`config.mk`:
```
export PLATFORM = sky130hd
export DESIGN_NAME = bank_arbiter
export DESIGN_NICKNAME = d
export VERILOG_FILES = /design/src/common/rf_pkg.sv /design/src/common/oc_pkg.sv /design/src/register_file/bank_arbiter.sv
export SDC_FILE = /design/constraint.sdc
export NUM_CORES = 1
export LEC_CHECK = 0
export BUFFER_PORTS_ARGS = -buffer_cell sky130_fd_sc_hd__buf_2
export CORE_AREA = 3 3 149 151
export CTS_CLUSTER_DIAMETER = 200
export CTS_CLUSTER_SIZE = 10
export DETAILED_ROUTE_END_ITERATION = 10
export DIE_AREA = 0 0 152 154
export PLACE_DENSITY = 0.69
export RECOVER_POWER = 50
export SYNTH_ARGS = -nofsm -noshare
export SYNTH_HDL_FRONTEND = slang
export SYNTH_SLANG_ARGS = --single-unit
```
`constraint.sdc`:
```
create_clock -name clk -period 3.81 [get_ports clk]
set_input_delay 0.381 -clock clk [delete_from_list [all_inputs] [get_ports clk]]
set_output_delay 0.381 -clock clk [all_outputs]
set_load 0.02 [all_outputs]
```
`src/common/rf_pkg.sv`:
```
package rf_pkg;

    localparam int num_banks = 4;
    localparam int num_rows = 16;
    localparam int num_lanes = 8;
    localparam int lane_width = 32;
    localparam int num_warps = 8;
    localparam int num_arch_regs = 8;

    typedef logic [num_lanes*lane_width-1:0] word_t;
    typedef logic [$clog2(num_banks)-1:0] bank_id_t;
    typedef logic [$clog2(num_rows)-1:0] row_id_t;
    typedef logic [$clog2(num_warps)-1:0] warp_id_t;
    typedef logic [$clog2(num_arch_regs)-1:0] reg_idx_t;
    typedef logic [num_lanes-1:0] lane_mask_t;
    typedef logic [1:0] oc_id_t;  // collector number

    typedef struct packed {
        logic valid;
        warp_id_t warp;
        reg_idx_t reg_idx;
        lane_mask_t mask;  // per-lane write enable
        word_t data;
    } wb_t;

    typedef struct packed {
        bank_id_t bank;
        row_id_t row;
    } rf_addr_t;

    typedef struct packed {
        logic valid;
        bank_id_t bank;
        row_id_t row;
        oc_id_t oc_id;
    } bank_read_t;

    typedef struct packed {
        oc_id_t oc_id;
        logic slot;  // 0 src1, 1 src2
    } rd_tag_t;

    // bank rotates with the warp so equal indices of different warps spread out
    function automatic rf_addr_t rf_map(warp_id_t warp, reg_idx_t idx);
        rf_addr_t addr;
        addr.bank = bank_id_t'(idx + warp);
        addr.row = {warp, idx[2]};
        return addr;
    endfunction

endpackage

```
`src/common/oc_pkg.sv`:
```
package oc_pkg;

    localparam int num_collectors = 4;
    localparam int num_slots = 2 * num_collectors;  // two sources per collector

    typedef rf_pkg::oc_id_t collector_id_t;

    typedef struct packed {
        rf_pkg::warp_id_t warp;
        logic [31:0] instr;
        rf_pkg::reg_idx_t src1;
        logic src1_valid;
        rf_pkg::reg_idx_t src2;
        logic src2_valid;
        rf_pkg::reg_idx_t dst;
        logic [15:0] imme;
        logic imme_valid;
        logic [3:0] alu_op;
        logic reg_write;
        logic mem_write;
        logic mem_read;
        logic shared_global;
        logic beq;
        logic blt;
        logic [1:0] scb_id;
        rf_pkg::lane_mask_t active_mask;
    } issue_t;

    typedef struct packed {
        issue_t ins;
        rf_pkg::word_t opnd_a;
        rf_pkg::word_t opnd_b;
    } dispatch_t;

    // loads and stores go to the memory port
    function automatic logic is_mem_class(issue_t ins);
        return ins.mem_read | ins.mem_write;
    endfunction

endpackage

```
`src/register_file/bank_arbiter.sv`:
```
module bank_arbiter (
    input  logic clk,
    input  logic rst,
    input  rf_pkg::wb_t wb,
    input  rf_pkg::bank_read_t req [oc_pkg::num_slots],
    output logic [rf_pkg::num_banks-1:0] rd_en,
    output rf_pkg::row_id_t rd_row [rf_pkg::num_banks],
    output rf_pkg::rd_tag_t rd_tag [rf_pkg::num_banks],
    output logic [oc_pkg::num_slots-1:0] grant
);
    import rf_pkg::*;
    import oc_pkg::*;

    localparam int slot_w = $clog2(num_slots);

    rf_addr_t wr_addr;
    logic [num_slots-1:0] hits [num_banks];
    logic [slot_w-1:0] ptr [num_banks];  // rr start per bank
    logic [slot_w-1:0] win [num_banks];

    assign wr_addr = rf_map(wb.warp, wb.reg_idx);

    always_comb begin
        logic [slot_w-1:0] idx;
        grant = '0;
        for (int b = 0; b < num_banks; b++) begin
            rd_en[b] = 1'b0;
            win[b] = '0;
            for (int s = 0; s < num_slots; s++) begin
                hits[b][s] = req[s].valid && req[s].bank == bank_id_t'(b);
            end
            for (int k = 0; k < num_slots; k++) begin
                idx = ptr[b] + slot_w'(k);
                if (!rd_en[b] && hits[b][idx]) begin
                    rd_en[b] = 1'b1;
                    win[b] = idx;
                end
            end
            if (wb.valid && wr_addr.bank == bank_id_t'(b)) begin
                rd_en[b] = 1'b0;  // write wins the bank
            end
            rd_row[b] = req[win[b]].row;
            rd_tag[b].oc_id = req[win[b]].oc_id;
            rd_tag[b].slot = win[b][0];
            if (rd_en[b]) begin
                grant[win[b]] = 1'b1;
            end
        end
    end

    always_ff @(posedge clk) begin
        if (rst) begin
            for (int b = 0; b < num_banks; b++) begin
                ptr[b] <= '0;
            end
        end else begin
            for (int b = 0; b < num_banks; b++) begin
                if (rd_en[b]) begin
                    ptr[b] <= win[b] + 1'b1;
                end
            end
        end
    end

    for (genvar s = 0; s < num_slots; s++) begin : g_chk
        // a granted slot waits for its data and does not ask again
        a_grant_drops: assert property (
            @(posedge clk) disable iff (rst)
            grant[s] |=> !req[s].valid
        );
    end

endmodule

```
Yosys cells after proc, flatten, opt, wreduce, memory -nomap -nowiden
Memories as Yosys holds them, arrays and structs flattened.
Cells that the tools add are included.
W data, S select, Z words.
{ "op_classes": {"n_lt_le_gt_ge": 44, "n_addsub": 33, "n_eq_ne": 27, "n_mux": 174, "bitwise": 11, "reduce_logical": 105} }
{ "op_table": {"columns": ["operator", "count"], "rows": [
  ["$lt A3 B4 Y1 const B", 36],
  ["$bmux W9 S3", 4],
  ["$mux W3", 36],
  ["$bmux W1 S3", 32],
  ["$mux W1", 86],
  ["$logic_and A1 B1 Y1", 68],
  ["$add A3 B3 Y3 const B", 16],
  ["$mux W6", 8],
  ["$eq A2 B2 Y1 const B", 18],
  ["$mux W8", 4],
  ["$logic_not A1 Y1", 28],
  ["$add A3 B1 Y3 const B", 8],
  ["$add A3 B2 Y3 const B", 8],
  ["$or A8 B8 Y8", 3],
  ["$eq A2 B1 Y1 const B", 9],
  ["$logic_not A2 Y1", 9],
  ["$ge A4 B4 Y1 const B", 4],
  ["$not A3 Y4", 4],
  ["$demux W1 S3", 4],
  ["$ge A3 B1 Y1 const B", 4],
  ["$or A1 B1 Y1", 4],
  ["$add A2 B2 Y2", 1]
]} }
{ "totals": {"wordCells": 395, "n_memories": 1, "reg_bits": 0, "out_inout_bits": 40, "ramBits": 12, "input_bits": 345} }
{ "memory_table": {"columns": ["name", "words", "width", "rd", "rd_ports_with_merged_regs", "write_ports", "line_no", "rtl"], "rows": [
  ["ptr", 4, 3, 4, 0, 4, "bank_arbiter.sv:18", "logic [slot_w-1:0] ptr [num_banks];"]
]} }

Logic depth before layout (Yosys ltp)
Gate-level depths: netlist (run 1).
{ "depth": {"ltp_word": 37, "mapped_depth": 18, "mapped_depth_nobuf": 13} }

Least setup slack after synthesis (run 1)
Ideal clock, no wire load.
{ "synth_timing": {"path_type": "register -> output", "startpoint": "memory ptr[1][0] (netlist bit)", "endpoint": "output rd_tag[8] (netlist bit)", "path_stages_with_launch": 16, "path_buffers": 3, "t_required_ns": 3.429, "setup_slack_ns": -0.656, "t_arrival_ns": 4.085, "path_cell_list": "edfxtp_1 -> buf_2 -> inv_2 -> buf_1 -> ha_1 -> buf_2 -> nand4b_1 -> a21boi_0 -> a222oi_1 -> o32ai_2 -> nand3_1 -> or3_1 -> o21ai_2 -> clkinv_1 -> o2111a_1 -> a311oi_1"} }
{ "synth_rtl": {"columns": ["element", "line_no", "rtl"], "rows": [
  ["start: declaration", "bank_arbiter.sv:18", null],
  ["end: declaration", "bank_arbiter.sv:8", "output rf_pkg::rd_tag_t rd_tag [rf_pkg::num_banks],"]
]} }

==> impl_metrics.xml, run 1 <==
<?xml version="1.0" encoding="UTF-8"?>
<metrics>
  <group name="grt">
    <metric name="number_of_global_route_vias_before_repair" unit="">9720</metric>
    <metric name="grt_pass1_wl" unit="um">51900</metric>
    <metric name="number_of_antenna_violations_at_the_first_check_in_global_routing" unit="">1</metric>
    <metric name="grt_max_degree" unit="">27</metric>
    <metric name="grt-ovfl-total" unit="">0</metric>
    <metric name="grt_usage" unit="">0.265</metric>
  </group>
  <group name="critical_path">
    <metric name="r2r-start" unit="">ptr[0][1]</metric>
    <metric name="timing.critical_path.cells" unit="">inv_6 -&gt; ha_4 -&gt; mux2i_1 -&gt; a22o_1 -&gt; or4b_4 -&gt; a211oi_1 -&gt; buf_4 -&gt; nand3_1 -&gt; o32a_1 -&gt; buf_12 -&gt; or2_2 -&gt; o22ai_1 -&gt; or3_4 -&gt; buf_6</metric>
    <metric name="timing.critical_path.arrival" unit="ns">4.02</metric>
    <metric name="critical_path.max_fanout" unit="">9</metric>
    <metric name="timing.critical_path.buf_inv" unit="">4</metric>
    <metric name="endpoint_required_time_on_the_critical_path" unit="ns">3.43</metric>
    <metric name="setup.worst_path.start" unit="">ptr[0][1]</metric>
    <metric name="crit_type" unit="">register to primary output</metric>
    <metric name="slowest_stage" unit="">edfxtp_1</metric>
    <metric name="slowest_delay" unit="ns">0.51</metric>
    <metric name="critical_path.top_delay_family" unit="">simple AND/OR/NAND/NOR gates</metric>
    <metric name="critPathLaunchType" unit="">register</metric>
    <metric name="end_kind" unit="">primary output</metric>
  </group>
  <group name="status">
    <metric name="outcome" unit="">complete, but fails checks</metric>
    <metric name="violated_checks" unit="">setup timing</metric>
  </group>
  <group name="routing">
    <metric name="drt_drc_violations_left" unit="">0</metric>
    <metric name="routed-via-count" unit="">10400</metric>
    <metric name="detailedRoute.firstIterationViolations" unit="">1174</metric>
    <metric name="antenna_violating_nets_post_route" unit="">0</metric>
    <metric name="routed_wire_length_per_instance" unit="um">24.0</metric>
    <metric name="vias_per_cell" unit="">6.76</metric>
    <metric name="wl" unit="um">36800</metric>
    <metric name="drt_pre_antenna_iters" unit="">5</metric>
  </group>
  <group name="placement">
    <metric name="count_of_input_and_output_buffers" unit="">118</metric>
    <metric name="detailedPlacementHpwl" unit="um">22600</metric>
    <metric name="placed_cells_incl_taps" unit="">1458</metric>
    <metric name="gp_congestion" unit="">0.949</metric>
  </group>
  <group name="synthesis">
    <metric name="synthesis.area" unit="um^2">7710</metric>
    <metric name="synth.top_cells.by_area" unit="">mux2i_1 (19%), mux4_2 (14%), edfxtp_1 (4.7%)</metric>
    <metric name="ys_async_sr_fraction" unit="">0</metric>
    <metric name="synthesis.area_per_instance" unit="um^2">8.45</metric>
    <metric name="yosys_warnings" unit="">0</metric>
    <metric name="edff_count_synth" unit="">12</metric>
    <metric name="number_of_flip_flops_and_latches_in_the_synthesized_netlist" unit="">12</metric>
    <metric name="number_of_distinct_library_cells_after_synthesis" unit="">100</metric>
    <metric name="ys.flop_type" unit="">edfxtp_1</metric>
    <metric name="syn-instance-count" unit="">912</metric>
    <metric name="synth.largest_area_cell" unit="">mux2i_1</metric>
    <metric name="synth.top_cell.area_share" unit="">0.190</metric>
    <metric name="yosysSeqAreaShare" unit="">0.0468</metric>
    <metric name="postSynthNetCount" unit="">1269</metric>
  </group>
  <group name="floorplanning">
    <metric name="initial_utilization" unit="">0.368</metric>
    <metric name="die_h" unit="um">154</metric>
    <metric name="die-area" unit="um^2">23400</metric>
    <metric name="ioPinCount" unit="">385</metric>
    <metric name="std_cell_rows" unit="">53</metric>
    <metric name="core" unit="um^2">21000</metric>
    <metric name="die_x" unit="um">152</metric>
  </group>
  <group name="clock_network">
    <metric name="clockRootBuffer" unit="">clkbuf_16</metric>
    <metric name="h-tree-depth" unit="">1</metric>
    <metric name="worst_setup_hold_path_clk_slew" unit="ns">0.05</metric>
    <metric name="cts_tree" unit="">built</metric>
    <metric name="clock-sinks" unit="">12</metric>
    <metric name="clockBufferDepth" unit="">2</metric>
    <metric name="cts_inserted_buffers" unit="">3</metric>
    <metric name="worstSkewPairLatency" unit="ns">0.25</metric>
  </group>
  <group name="final_layout">
    <metric name="largest_register_ffs" unit="">12</metric>
    <metric name="num_antenna_cells" unit="">0</metric>
    <metric name="post_route_cells_drive_above_1_share" unit="">0.546</metric>
    <metric name="top_flop_regs" unit="">ptr (12)</metric>
    <metric name="max_flop_register" unit="">ptr</metric>
    <metric name="layout-area-overhead-vs-synth" unit="%">60.7</metric>
    <metric name="multi_input_comb_area" unit="um^2">7950</metric>
    <metric name="finish.net_count" unit="">1617</metric>
    <metric name="most_common_cell_after_layout_fill_and_taps_aside" unit="">buf_4</metric>
    <metric name="fillerInstances" unit="">1615</metric>
    <metric name="fin_cells" unit="">1533</metric>
    <metric name="final_cell_mix" unit="">buf_4 (232), mux2i_1 (123), buf_2 (85)</metric>
    <metric name="seq_area" unit="um^2">360</metric>
  </group>
  <group name="timing">
    <metric name="period_needed" unit="ns">4.40</metric>
    <metric name="pin_slew_with_the_least_headroom_to_its_limit" unit="ns">0.709</metric>
    <metric name="timing.fmax" unit="MHz">227</metric>
    <metric name="finalMaxSlewViolations" unit="">0</metric>
    <metric name="finalWorstSetupSlack" unit="ns">-0.588</metric>
    <metric name="final-setup-viol-count" unit="">35</metric>
    <metric name="final.setup_skew" unit="ns">0.000561</metric>
    <metric name="tns" unit="ns">-13.54</metric>
    <metric name="maxSlewHeadroom" unit="">0.526</metric>
    <metric name="layout_worst_path_cycle_share" unit="">1.15</metric>
    <metric name="timing_hold_violations_final" unit="">0</metric>
    <metric name="rsz0062_at_grt" unit="">true</metric>
  </group>
  <group name="hold_path">
    <metric name="holdCritPathClass" unit="">input port to register</metric>
    <metric name="worst_hold_startpoint" unit="">rst</metric>
  </group>
  <group name="flow_run">
    <metric name="maxCapViolCount" unit="">0</metric>
  </group>
</metrics>
==> final timing paths <==
check	to	slack (ns)	depth (start not counted)
max	grant[6]	-0.59	14
min	ptr[1][1]	0.67	2
max reg2reg	ptr[0][1]	0	16
min reg2reg	ptr[3][0]	1.32	6
==> per-layer routing <==
metal,global-route usage,up-vias,part of all wire
met2,0.467,834,0.47
met5,0,-,0.00035
met1,0.311,4907,0.36
li1,-,4335,-
met4,0.121,2,0.075
met3,0.0504,281,0.095
==> kinds of logic after synthesis <==
family                     Yosys count  synth area share
AOI/OAI and AO/OA                  233             0.228
xor gates and xnor gates            19            0.0226
adders and majority gates           12            0.0195
buffers and inverters              100            0.0667
DFF                                 12            0.0468
muxes                              227             0.387
and+or+nand+nor                    309             0.229
==> timing repair <==
action | in CTS | in global routing
endpoints found under the setup margin | 35 | 39
hold endpoints to repair | 0 | 0
pin swaps | 57 | 50
resized for setup | 160 | 108
hold buffers | 0 | 0
cloned | 9 | 2
setup buffers | 41 | 29
==> synthesized netlist by cell type (5+ instances only) <==
master,n
mux2i_1,146
nor2_1,82
mux4_2,48
a21oi_1,43
nand2_1,41
nand3_1,31
o21ai_0,31
mux2_2,27
inv_1,26
buf_2,21
nor3_1,19
clkbuf_1,17
nand3b_1,17
nand2b_1,15
a22o_1,14
and3b_1,14
nor3b_1,13
o22ai_1,13
edfxtp_1,12
ha_1,12
inv_2,12
a211oi_1,11
a221oi_1,10
xnor2_1,10
buf_6,9
nor4_1,8
o211ai_1,8
xor2_1,8
a21o_1,7
a31oi_1,7
nor2b_1,7
o2bb2ai_1,7
or2_2,7
a22oi_1,6
a32oi_1,6
nor4bb_1,6
o32ai_1,6
or3b_2,6
and2_1,5
o32a_1,5
==> metrics by stage <==
| stage | util | hold slack, ns | worst slack, ns | area, um^2 |
|---|---|---|---|---|
| finish | 0.591 | 0.670 | -0.588 | 12400 |
| global route | 0.591 | 0.693 | -0.657 | 12400 |
| CTS | 0.562 | 0.581 | -0.425 | 11800 |
| detailed placement | 0.497 | 0.822 | -0.284 | 10400 |
| global placement | 0.497 | 0.820 | -0.264 | 10400 |
| floorplan | - | 0.579 | -0.0999 | 8150 |
==> cell type report <==
cell class / count / share of cell area
Inverter: 40 / 0.0160
Tap cell: 275 / 0.0278
Sequential cell: 12 / 0.0291
Clock buffer: 3 / 0.00606
Multi-Input combinational cell: 800 / 0.642
Timing Repair Buffer: 403 / 0.279
Power of run 1 is left out: the tool's default activity adds up to more than one toggle a clock period on the data nets, which glitch-free logic cannot reach.
==> run 2: changes to the inputs <==
--- a/config.mk
+++ b/config.mk
@@ -7,6 +7,7 @@
 export LEC_CHECK = 0
 export BUFFER_PORTS_ARGS = -buffer_cell sky130_fd_sc_hd__buf_2
 export CORE_AREA = 3 3 149 151
+export CTS_BUF_LIST = sky130_fd_sc_hd__clkbuf_8
 export CTS_CLUSTER_DIAMETER = 200
 export CTS_CLUSTER_SIZE = 10
 export DETAILED_ROUTE_END_ITERATION = 10
==> run 2 against run 1 <==
Effect of this change: the flow still finishes with violations (setup timing); critical path depth rose by 1; first-iteration DRC count rose by 4.2%; sequential cell count did not move; hold slack got worse by 0.040 ns; final area rose by 0.37%; die area did not move; routed wire length rose by 4.2%; sequential share of layout area barely moved; utilization rose by 0.22 points; global-route usage rose by 0.088 points; largest cell class unchanged.
==> impl_metrics.xml, run 2 (synthesis results as in run 1) <==
<?xml version="1.0" encoding="UTF-8"?>
<metrics>
  <group name="grt">
    <metric name="grt-ovfl-total" unit="">0</metric>
    <metric name="grt_max_degree" unit="">27</metric>
    <metric name="grt_pass1_wl" unit="um">52200</metric>
    <metric name="number_of_global_route_vias_before_repair" unit="">9760</metric>
    <metric name="number_of_antenna_violations_at_the_first_check_in_global_routing" unit="">0</metric>
    <metric name="grt_usage" unit="">0.265</metric>
  </group>
  <group name="routing">
    <metric name="routed_wire_length_per_instance" unit="um">25.0</metric>
    <metric name="routed-via-count" unit="">10500</metric>
    <metric name="drt_pre_antenna_iters" unit="">7</metric>
    <metric name="vias_per_cell" unit="">6.87</metric>
    <metric name="antenna_violating_nets_post_route" unit="">0</metric>
    <metric name="detailedRoute.firstIterationViolations" unit="">1223</metric>
    <metric name="drt_drc_violations_left" unit="">0</metric>
    <metric name="wl" unit="um">38300</metric>
  </group>
  <group name="floorplanning">
    <metric name="ioPinCount" unit="">385</metric>
    <metric name="core" unit="um^2">21000</metric>
    <metric name="die_x" unit="um">152</metric>
    <metric name="initial_utilization" unit="">0.368</metric>
    <metric name="std_cell_rows" unit="">53</metric>
    <metric name="die_h" unit="um">154</metric>
    <metric name="die-area" unit="um^2">23400</metric>
  </group>
  <group name="placement">
    <metric name="pre_cts_slack" unit="ns">-0.284</metric>
    <metric name="gp_congestion" unit="">0.949</metric>
    <metric name="count_of_input_and_output_buffers" unit="">118</metric>
    <metric name="postPlaceCellArea" unit="um^2">10400</metric>
    <metric name="placed_cells_incl_taps" unit="">1458</metric>
    <metric name="detailedPlacementHpwl" unit="um">22600</metric>
  </group>
  <group name="clock_network">
    <metric name="clock-sinks" unit="">12</metric>
    <metric name="worst_setup_hold_path_clk_slew" unit="ns">0.05</metric>
    <metric name="clockRootBuffer" unit="">clkbuf_8</metric>
    <metric name="worstSkewPairLatency" unit="ns">0.24</metric>
    <metric name="cts_tree" unit="">built</metric>
    <metric name="cts_inserted_buffers" unit="">3</metric>
    <metric name="h-tree-depth" unit="">1</metric>
    <metric name="clockBufferDepth" unit="">2</metric>
    <metric name="post_cts_hold_buffer_count" unit="">0</metric>
  </group>
  <group name="timing">
    <metric name="maxSlewHeadroom" unit="">0.566</metric>
    <metric name="finalWorstSetupSlack" unit="ns">-0.952</metric>
    <metric name="timing_hold_violations_final" unit="">0</metric>
    <metric name="timing.fmax" unit="MHz">210</metric>
    <metric name="final-setup-viol-count" unit="">37</metric>
    <metric name="layout_worst_path_cycle_share" unit="">1.25</metric>
    <metric name="pin_slew_with_the_least_headroom_to_its_limit" unit="ns">0.633</metric>
    <metric name="final.hold.worst_slack" unit="ns">0.630</metric>
    <metric name="finalMaxSlewViolations" unit="">0</metric>
    <metric name="final.setup_skew" unit="ns">0.000185</metric>
    <metric name="rsz0062_at_grt" unit="">true</metric>
    <metric name="period_needed" unit="ns">4.76</metric>
  </group>
  <group name="flow_run">
    <metric name="maxCapViolCount" unit="">0</metric>
  </group>
  <group name="final_layout">
    <metric name="fin_cells" unit="">1534</metric>
    <metric name="final_cell_mix" unit="">buf_4 (213), mux2i_1 (132), buf_2 (83)</metric>
    <metric name="non_filler_cell_area_final" unit="um^2">12400</metric>
    <metric name="finish.net_count" unit="">1616</metric>
    <metric name="largest_register_ffs" unit="">12</metric>
    <metric name="most_common_cell_after_layout_fill_and_taps_aside" unit="">buf_4</metric>
    <metric name="post_route_cells_drive_above_1_share" unit="">0.542</metric>
    <metric name="top_flop_regs" unit="">ptr (12)</metric>
    <metric name="fillerInstances" unit="">1619</metric>
    <metric name="max_flop_register" unit="">ptr</metric>
    <metric name="layout-area-overhead-vs-synth" unit="%">61.3</metric>
  </group>
  <group name="status">
    <metric name="violated_checks" unit="">setup timing</metric>
    <metric name="outcome" unit="">complete, but fails checks</metric>
  </group>
  <group name="hold_path">
    <metric name="worst_hold_startpoint" unit="">rst</metric>
    <metric name="hold_path_depth" unit="">2</metric>
    <metric name="holdCritPathClass" unit="">input port to register</metric>
    <metric name="worstHoldEndpoint" unit="">ptr[1][0]</metric>
  </group>
  <group name="critical_path">
    <metric name="endpoint_required_time_on_the_critical_path" unit="ns">3.43</metric>
    <metric name="critical_path.max_fanout" unit="">7</metric>
    <metric name="regToRegSetupSlack" unit="ns">-0.04</metric>
    <metric name="r2r-start" unit="">ptr[0][0]</metric>
    <metric name="r2r_cells" unit="">18</metric>
    <metric name="crit_type" unit="">register to primary output</metric>
    <metric name="end_kind" unit="">primary output</metric>
    <metric name="r2r-end" unit="">ptr[0][1]</metric>
    <metric name="timing.critical_path.arrival" unit="ns">4.38</metric>
    <metric name="critPathLaunchType" unit="">register</metric>
  </group>
</metrics>
-- run 2: worst max-delay path by stage --
stage,startpoint,end,cells after the start
floorplan,ptr[2][1],rd_row[4],15
global placement,ptr[2][1],grant[5],13
detailed placement,ptr[2][1],grant[5],13
CTS,ptr[2][1],grant[5],14
global route,ptr[0][0],rd_row[15],15
finish,ptr[0][0],rd_row[15],15
-- run 2: per-stage QoR --
| stage | utilization | setup TNS (ns) |
|---|---|---|
| finish | 0.593 | -14.98 |
| global route | 0.593 | -18.98 |
| CTS | 0.554 | -8.03 |
| detailed placement | 0.497 | -5.68 |
| global placement | 0.497 | -3.91 |
| floorplan | - | -0.772 |
-- run 2: cell type report --
class / count / area (um^2) / share of cell area
flip-flops and latches: 12 / 360 / 0.0290
clock buffers: 3 / 41.3 / 0.00332
diodes: 2 / 5.00 / 0.000403
inverters: 40 / 203 / 0.0163
multi-input cells: 800 / 7950 / 0.639
repair buffers: 402 / 3530 / 0.284
well taps: 275 / 344 / 0.0277
-- run 2: what timing repair did --
action,in CTS,in global routing
buffers inserted,34,31
resized for setup,155,137
cloned,10,3
endpoints found under the setup margin,35,40
endpoints found under the hold margin,0,0
pin swaps,45,64
-- run 2: layer usage --
layer	GRT usage	share of wire	wire length (um)	vias up
met5	0	0	0	-
met4	0.113	0.081	3110	0
met3	0.0360	0.098	3760	302
met2	0.467	0.47	18100	896
met1	0.326	0.35	13400	5000
li1	-	-	-	4343
-- run 2: worst max-delay path, stage by stage, from the launching register on --
cell	delay (ns)
edfxtp_1	0.47
buf_6	0.17
ha_4	0.20
xor2_4	0.21
mux4_2	0.57
mux2i_2	0.20
buf_4	0.17
o21ai_1	0.09
and2_1	0.21
o221ai_4	0.29
buf_6	0.19
buf_16	0.13
mux2i_1	0.56
mux4_2	0.48
inv_2	0.06
buf_6	0.13
Power of run 2 is left out for the same reason.
